**src/design/spi_cmd_macros.svh**
```systemverilog
`ifndef SPI_CMD_MACROS_SVH
`define SPI_CMD_MACROS_SVH

// Command word layout
`define SPI_CMD_W      12   // Full command width, direction bit on top
`define SPI_DATA_W     8    // Write and read data byte width
`define SPI_RD_HDR_W   4    // Direction flag plus address bits

// Bus timing in clk cycles
`define SPI_SCLK_HALF  4    // Cycles per sclk half period
`define SPI_TURN_CYC   100  // Idle cycles between read header and data

// Shifter bit counter, must hold SPI_CMD_W
`define SPI_CNT_W      4    // Bit counter width

`endif

```
**src/design/spi_cmd_pkg.sv**
```systemverilog
`include "spi_cmd_macros.svh"

package spi_cmd_pkg;

  typedef logic [`SPI_CMD_W-1:0]                 spi_cmd_t;     // Dir, addr, data
  typedef logic [`SPI_CMD_W-`SPI_DATA_W-2:0]     spi_addr_t;    // Register address
  typedef logic [`SPI_DATA_W-1:0]                spi_data_t;    // Data byte
  typedef logic [`SPI_CNT_W-1:0]                 spi_bitcnt_t;  // Bits per transfer

  // Command sequencer states
  typedef enum logic [2:0] {
    IDLE,
    WRITE,
    READ_HDR,
    TURN,
    READ_DATA,
    FINISH
  } spi_seq_state_e;

endpackage

```
**src/design/spi_shift_if.sv**
```systemverilog
`timescale 1ns/1ps

interface spi_shift_if
  import spi_cmd_pkg::*;
();

  logic        load;     // One-cycle start strobe
  spi_cmd_t    tx_word;  // Left-aligned transmit word
  spi_bitcnt_t nbits;    // Bits to move this transfer
  logic        busy;     // Transfer in progress
  logic        done;     // Pulse after last bit
  spi_data_t   rx_byte;  // Valid with done

  // Command sequencer side
  modport seq (
    output load,
    output tx_word,
    output nbits,
    input  busy,
    input  done,
    input  rx_byte
  );

  // Shift register side
  modport shift (
    input  load,
    input  tx_word,
    input  nbits,
    output busy,
    output done,
    output rx_byte
  );

endinterface

```
**src/design/spi_cmd_fsm.sv**
```systemverilog
`timescale 1ns/1ps
`include "spi_cmd_macros.svh"

module spi_cmd_fsm
  import spi_cmd_pkg::*;
(
  input  logic      clk,
  input  logic      rst_n,
  input  spi_cmd_t  cmd_in,
  input  logic      cmd_vld,
  output logic      cmd_rdy,
  output logic      cs,
  output logic      read_vld,
  output spi_data_t read_data,
  spi_shift_if.seq  sh
);

  localparam int          TURN_W   = $clog2(`SPI_TURN_CYC);
  localparam spi_bitcnt_t WR_BITS  = spi_bitcnt_t'(`SPI_CMD_W);
  localparam spi_bitcnt_t HDR_BITS = spi_bitcnt_t'(`SPI_RD_HDR_W);
  localparam spi_bitcnt_t RD_BITS  = spi_bitcnt_t'(`SPI_DATA_W);

  spi_seq_state_e    state;
  spi_seq_state_e    state_nxt;
  logic [TURN_W-1:0] turn_cnt;
  logic              accept;
  logic              turn_end;
  logic              is_write;

  assign cmd_rdy  = (state == IDLE);
  assign accept   = cmd_vld && cmd_rdy;
  assign is_write = cmd_in[`SPI_CMD_W-1];  // Direction flag
  assign turn_end = (state == TURN) && !sh.busy &&
                    (turn_cnt == TURN_W'(`SPI_TURN_CYC - 1));

  always_comb
  begin
    state_nxt = state;
    case (state)
      IDLE:
      begin
        if (accept)
        begin
          state_nxt = is_write ? WRITE : READ_HDR;
        end
      end
      WRITE:
      begin
        if (sh.done)
        begin
          state_nxt = FINISH;
        end
      end
      READ_HDR:
      begin
        if (sh.done)
        begin
          state_nxt = TURN;
        end
      end
      TURN:
      begin
        if (turn_end)
        begin
          state_nxt = READ_DATA;
        end
      end
      READ_DATA:
      begin
        if (sh.done)
        begin
          state_nxt = FINISH;
        end
      end
      FINISH:    state_nxt = IDLE;  // cs already high
      default:   state_nxt = IDLE;
    endcase
  end

  always_ff @(posedge clk or negedge rst_n)
  begin
    if (!rst_n)
    begin
      state     <= IDLE;
      cs        <= 1'b1;
      sh.load   <= 1'b0;
      turn_cnt  <= '0;
      read_vld  <= 1'b0;
      read_data <= '0;
    end
    else
    begin
      state    <= state_nxt;
      // cs follows the next state so it moves one cycle after the event
      cs       <= (state_nxt == IDLE) || (state_nxt == FINISH);
      sh.load  <= accept || turn_end;
      read_vld <= (state == READ_DATA) && sh.done;
      if (state == TURN)
      begin
        turn_cnt <= turn_cnt + 1'b1;
      end
      else
      begin
        turn_cnt <= '0;
      end
      if ((state == READ_DATA) && sh.done)
      begin
        read_data <= sh.rx_byte;  // Held until next read
      end
    end
  end

  // Transfer setup for the shifter
  always_ff @(posedge clk)
  begin
    if (accept)
    begin
      if (is_write)
      begin
        sh.tx_word <= cmd_in;
        sh.nbits   <= WR_BITS;
      end
      else
      begin
        sh.tx_word <= {cmd_in[`SPI_CMD_W-1 -: `SPI_RD_HDR_W],
                       {(`SPI_CMD_W - `SPI_RD_HDR_W){1'b0}}};
        sh.nbits   <= HDR_BITS;
      end
    end
    else if (turn_end)
    begin
      sh.tx_word <= '0;  // mosi low while receiving
      sh.nbits   <= RD_BITS;
    end
  end

endmodule

```
**src/design/spi_cmd_master.sv**
```systemverilog
`timescale 1ns/1ps

module spi_cmd_master
  import spi_cmd_pkg::*;
(
  input  logic      clk,
  input  logic      rst_n,
  input  spi_cmd_t  cmd_in,
  input  logic      cmd_vld,
  output logic      cmd_rdy,
  output logic      sclk,
  output logic      cs,
  output logic      mosi,
  input  logic      miso,
  output logic      read_vld,
  output spi_data_t read_data
);

  logic sclk_en;
  logic sclk_rise;
  logic sclk_fall;

  spi_shift_if shift_bus ();

  spi_cmd_fsm i_fsm (
    .clk       (clk),
    .rst_n     (rst_n),
    .cmd_in    (cmd_in),
    .cmd_vld   (cmd_vld),
    .cmd_rdy   (cmd_rdy),
    .cs        (cs),
    .read_vld  (read_vld),
    .read_data (read_data),
    .sh        (shift_bus.seq)
  );

  spi_shifter i_shifter (
    .clk     (clk),
    .rst_n   (rst_n),
    .miso    (miso),
    .rise    (sclk_rise),
    .fall    (sclk_fall),
    .mosi    (mosi),
    .sclk_en (sclk_en),
    .sh      (shift_bus.shift)
  );

  spi_sclk_gen i_sclk_gen (
    .clk   (clk),
    .rst_n (rst_n),
    .en    (sclk_en),
    .sclk  (sclk),
    .rise  (sclk_rise),
    .fall  (sclk_fall)
  );

endmodule

```
**src/design/spi_sclk_gen.sv**
```systemverilog
`timescale 1ns/1ps
`include "spi_cmd_macros.svh"

module spi_sclk_gen (
  input  logic clk,
  input  logic rst_n,
  input  logic en,
  output logic sclk,
  output logic rise,
  output logic fall
);

  localparam int HALF_W = $clog2(`SPI_SCLK_HALF);

  logic [HALF_W-1:0] half_cnt;
  logic              sclk_q;
  logic              half_end;

  assign half_end = en && (half_cnt == HALF_W'(`SPI_SCLK_HALF - 1));

  // Counter idles at zero so every transfer starts with a full low half
  always_ff @(posedge clk or negedge rst_n)
  begin
    if (!rst_n)
    begin
      half_cnt <= '0;
      sclk_q   <= 1'b0;
    end
    else if (!en)
    begin
      half_cnt <= '0;
      sclk_q   <= 1'b0;
    end
    else if (half_end)
    begin
      half_cnt <= '0;
      sclk_q   <= ~sclk_q;  // Edge at terminal count
    end
    else
    begin
      half_cnt <= half_cnt + 1'b1;
    end
  end

  // Strobes announce the edge taken at the end of this cycle
  assign rise = half_end && !sclk_q;
  assign fall = half_end && sclk_q;
  assign sclk = sclk_q;

endmodule

```
**src/design/spi_shifter.sv**
```systemverilog
`timescale 1ns/1ps
`include "spi_cmd_macros.svh"

module spi_shifter
  import spi_cmd_pkg::*;
(
  input  logic      clk,
  input  logic      rst_n,
  input  logic      miso,
  input  logic      rise,
  input  logic      fall,
  output logic      mosi,
  output logic      sclk_en,
  spi_shift_if.shift sh
);

  spi_cmd_t    tx_q;      // MSB is on the bus
  spi_bitcnt_t bit_cnt;   // Bits still to finish
  spi_data_t   rx_q;
  logic        busy_q;
  logic        done_q;
  logic        last_bit;

  assign last_bit = (bit_cnt == spi_bitcnt_t'(1));

  // Transfer control and transmit path
  always_ff @(posedge clk or negedge rst_n)
  begin
    if (!rst_n)
    begin
      tx_q    <= '0;
      bit_cnt <= '0;
      busy_q  <= 1'b0;
      done_q  <= 1'b0;
    end
    else
    begin
      done_q <= 1'b0;
      if (sh.load)
      begin
        tx_q    <= sh.tx_word;
        bit_cnt <= sh.nbits;
        busy_q  <= 1'b1;
      end
      else if (busy_q && fall)
      begin
        bit_cnt <= bit_cnt - 1'b1;
        if (last_bit)
        begin
          tx_q   <= '0;  // Leaves mosi low between frames
          busy_q <= 1'b0;
          done_q <= 1'b1;
        end
        else
        begin
          tx_q <= {tx_q[`SPI_CMD_W-2:0], 1'b0};
        end
      end
    end
  end

  // Receive path, sampled while sclk goes high
  always_ff @(posedge clk)
  begin
    if (busy_q && rise)
    begin
      rx_q <= {rx_q[$bits(spi_data_t)-2:0], miso};
    end
  end

  assign mosi       = tx_q[`SPI_CMD_W-1];
  assign sclk_en    = busy_q;
  assign sh.busy    = busy_q;
  assign sh.done    = done_q;
  assign sh.rx_byte = rx_q;

endmodule

```
**config.mk**
```make
export PLATFORM = sky130hd
export DESIGN_NAME = spi_cmd_master
export DESIGN_NICKNAME = d
export VERILOG_FILES = /design/src/design/spi_cmd_pkg.sv /design/src/design/spi_shift_if.sv /design/src/design/spi_cmd_fsm.sv /design/src/design/spi_cmd_master.sv /design/src/design/spi_sclk_gen.sv /design/src/design/spi_shifter.sv
export VERILOG_INCLUDE_DIRS = /design/src /design/src/design
export SDC_FILE = /design/constraint.sdc
export NUM_CORES = 1
export LEC_CHECK = 0
export BUFFER_PORTS_ARGS = -buffer_cell sky130_fd_sc_hd__buf_2
export CAP_MARGIN = 20
export CELL_PAD_IN_SITES_DETAIL_PLACEMENT = 2
export CELL_PAD_IN_SITES_GLOBAL_PLACEMENT = 2
export CORE_UTILIZATION = 25
export CTS_CLUSTER_DIAMETER = 120
export DETAILED_ROUTE_END_ITERATION = 8
export GPL_ROUTABILITY_DRIVEN = 0
export PLACE_DENSITY = 0.61
export SLEW_MARGIN = 15
export SYNTH_ARGS = -nofsm -noshare
export SYNTH_HDL_FRONTEND = slang
export SYNTH_SLANG_ARGS = --single-unit
export TNS_END_PERCENT = 50
```
**constraint.sdc**
```tcl
create_clock -name clk -period 2.5 [get_ports clk]
set_input_delay 0.75 -clock clk [delete_from_list [all_inputs] [get_ports clk]]
set_output_delay 0.75 -clock clk [all_outputs]
set_load 0.1 [all_outputs]
```
==> results.sh <==
export IMPL_wl_per_cell_um=15.1
export IMPL_yosys_area_top_type="dfrtp_1"
export IMPL_setup_worst_path_class="reg -> out"
export IMPL_synth_area_um2=2750
export IMPL_clk_latency_ns=0.34
export IMPL_fin_util=0.310
export IMPL_post_cts_setup_buffers=0
export IMPL_grt_use_total=0.118
export IMPL_power_frac_seq=0.530
export IMPL_dieArea_um2=11400
export IMPL_vias=1777
export IMPL_fin_nets=278
export IMPL_finalClockSkew_ns=0.00786
export IMPL_synth_distinct_cells=42
export IMPL_grt_pass1_vias=1978
export IMPL_initial_utilization=0.262
export IMPL_final_cell_mix="41 x dfrtp_1, 28 x a21oi_1, 28 x buf_2, 22 x edfxtp_1, 15 x nand3_1"
export IMPL_power_share_combinational=0.021
export IMPL_synth_top_area_frac=0.373
export IMPL_vias_per_cell=4.45
export IMPL_synth_nets=245
export IMPL_nFillCells=1134
export IMPL_antenna_found_initial=0
export IMPL_maxCapViolations=0
export IMPL_switchingPower_uw=457
export IMPL_clockPowerShare=0.448
export IMPL_cts_resized=0
export IMPL_relSlewSlack=0.545
export IMPL_start_kind="flop"
export IMPL_arrival_ns=1.58
export IMPL_worst_ep_required_time_ns=1.75
export IMPL_tns_ns=0
export IMPL_clk_path_buf_depth=2
export IMPL_cts_root_buf="clkbuf_8"
export IMPL_rows=37
export IMPL_worstPathMaxFanout=8
export IMPL_cts_buffers=9
export IMPL_antenna_left=0
export IMPL_setup_viol=0
export IMPL_cp_slowest_cell="dfrtp_1"
export IMPL_core_um2=10500
export IMPL_hold_class="in -> async"
export IMPL_drt_iter0_markers=53
export IMPL_period_needed_ns=2.33
export IMPL_synth_edff_count=22
export IMPL_yosys_top_cells_area="dfrtp_1 37%, edfxtp_1 24%, a21oi_1 5.1%"
export IMPL_numClockSinks=64
export IMPL_cts_max_level=3
export IMPL_ir_drop_mv=0.286
export IMPL_drive_above_1_share=0.255
export IMPL_clkTransAtPathRegs_ns=0.08
export IMPL_max_freq_mhz=429
export IMPL_hpwlAfterDp_um=4220
export IMPL_area_growth_pct=18.4
export IMPL_ys_seq_area_frac=0.623
export IMPL_path_cells="nor3_4 -> buf_2"
export IMPL_rsz0062_at_grt="no"
export IMPL_num_antenna_cells=0
export IMPL_p_leak_uw=0.00133
export IMPL_die_height_um=107
export IMPL_drc=0
export IMPL_drt_total_wl_um=6040
export IMPL_grt_ovfl_total=0
export IMPL_power_density_nw_per_um2=627
export IMPL_ys_warn_count=0
export IMPL_endpoint_kind="output pin"
export IMPL_critPathMaxStageDelay_ns=0.49
export IMPL_finalCritPeriodShare=0.932
export IMPL_worst_pin_slew_ns=0.680
export IMPL_final_hold_violation_count=0
export IMPL_synth_async_sr_flop_share=0.656
export IMPL_p_int_uw=1590
export IMPL_outcome="completed"
export IMPL_report_final_slew_viol_count=0
export IMPL_holdBufCountCts=0
export IMPL_postSynthAreaPerCell_um2=12.2
export IMPL_die_x_um=107
export IMPL_firstDrtPassIters=4
export IMPL_io_pins=29
export IMPL_grt_max_degree=22
export IMPL_grt_pass1_wl_um=10200
export IMPL_syn_inst=225
export IMPL_swShare=0.224
export IMPL_ys_seq_elements=64
export IMPL_final_common_cell="dfrtp_1"
export IMPL_cts_tree="yes"
export IMPL_ys_flop_type="dfrtp_1"
export IMPL_portBuffers=28
## flip-flops by register name, indices dropped and copies added, names as in the netlist
name and flops:
i_fsm.sh.tx_word 12, i_shifter.tx_q 12, i_fsm.read_data 8, i_shifter.sh.rx_byte 8, i_fsm.turn_cnt 7, i_shifter.bit_cnt 4, i_fsm.state 3, i_fsm.sh.nbits 2
i_sclk_gen.half_cnt 2, i_fsm.cs 1, i_fsm.read_vld 1, i_fsm.sh.load 1, i_sclk_gen.sclk 1, i_shifter.sclk_en 1, i_shifter.sh.done 1
## final cells by class
class	count	area (µm²)	area share
Sequential cell	64	1710	0.526
Multi-Input combinational cell	146	963	0.296
Timing Repair Buffer	33	190	0.0584
Tap cell	136	170	0.0522
Clock buffer	10	138	0.0422
Clock inverter	6	68.8	0.0211
Inverter	4	15.0	0.00461
## kinds of logic (layout without fill, tap and decap cells)
family / after synthesis / in the layout / synth area share
AO/OA/AOI/OAI: 40 / 40 / 0.0791
XOR/XNOR: 6 / 6 / 0.0191
adder cells (fa/ha/maj): 4 / 4 / 0.0182
buffers and inverters: 15 / 53 / 0.0273
flip-flops: 64 / 64 / 0.623
multiplexers: 8 / 8 / 0.0437
AND/OR/NAND/NOR: 88 / 88 / 0.190
## routing by layer
layer,up-vias,track usage,wire [µm]
li1,854,-,-
met4,0,0.0558,68
met3,5,0.0316,153
met1,897,0.156,3030
met2,21,0.180,2780
met5,-,0,0
## path summary, 6_finish.rpt
path / end / cells after the start / startpoint / slack [ns]
setup / recovery: cmd_rdy / 2 / i_fsm.state[2] / 0.17
hold / removal: i_fsm.read_data[0] / 1 / rst_n / 0.38
setup reg to reg: i_fsm.sh.tx_word[10] / 4 / i_fsm.state[2] / 0.73
hold reg to reg: i_sclk_gen.half_cnt[0] / 1 / i_sclk_gen.half_cnt[0] / 0.44
max in group asynchronous: i_shifter.tx_q[10] / 2 / rst_n / 1.63
min in group clk: i_sclk_gen.half_cnt[0] / 1 / i_sclk_gen.half_cnt[0] / 0.44
## cell usage after synthesis (2+ instances only)
master,n
a21oi_1,28
and2_1,11
and3_1,6
buf_2,6
clkbuf_1,3
dfrtp_1,41
edfxtp_1,22
ha_1,4
inv_1,4
mux2_4,8
nand2_1,11
nand2b_1,4
nand3_1,15
nand3b_1,2
nor2_1,7
nor2b_1,13
nor3_1,3
o21ai_0,7
or3_1,3
xnor2_1,2
xor2_1,4
## worst max-delay path, delay by kind of cell, from the launching register on
kind	cells	cell delay, ns
flip-flops	1	0.49
buffers and inverters	1	0.47
AND/OR/NAND/NOR	1	0.28
## stage by stage
stage               worst slack, ns  power (µW)  hold WS [ns]  std cells  instance area [µm²]
global route                 0.0584        2120         0.376        399                 3260
detailed placement            0.530        1150         0.436        383                 3050
global placement              0.545        1150         0.424        383                 3050
finish                        0.169        2040         0.377        399                 3260
CTS                           0.136        2090         0.381        399                 3260
floorplan                    0.0633        1110         0.414        225                 2750
## power groups by stage
stage | Clock, µW | Combinational (µW) | Sequential [µW]
after detailed placement | 0 | 46.0 | 1110
after global placement | 0 | 44.6 | 1110
after CTS | 957 | 46.1 | 1080
final | 916 | 43.4 | 1080
after global routing | 989 | 49.6 | 1080
after floorplan | 0 | 8.61 | 1100
Note: power is estimated with default switching activity, not from simulation.
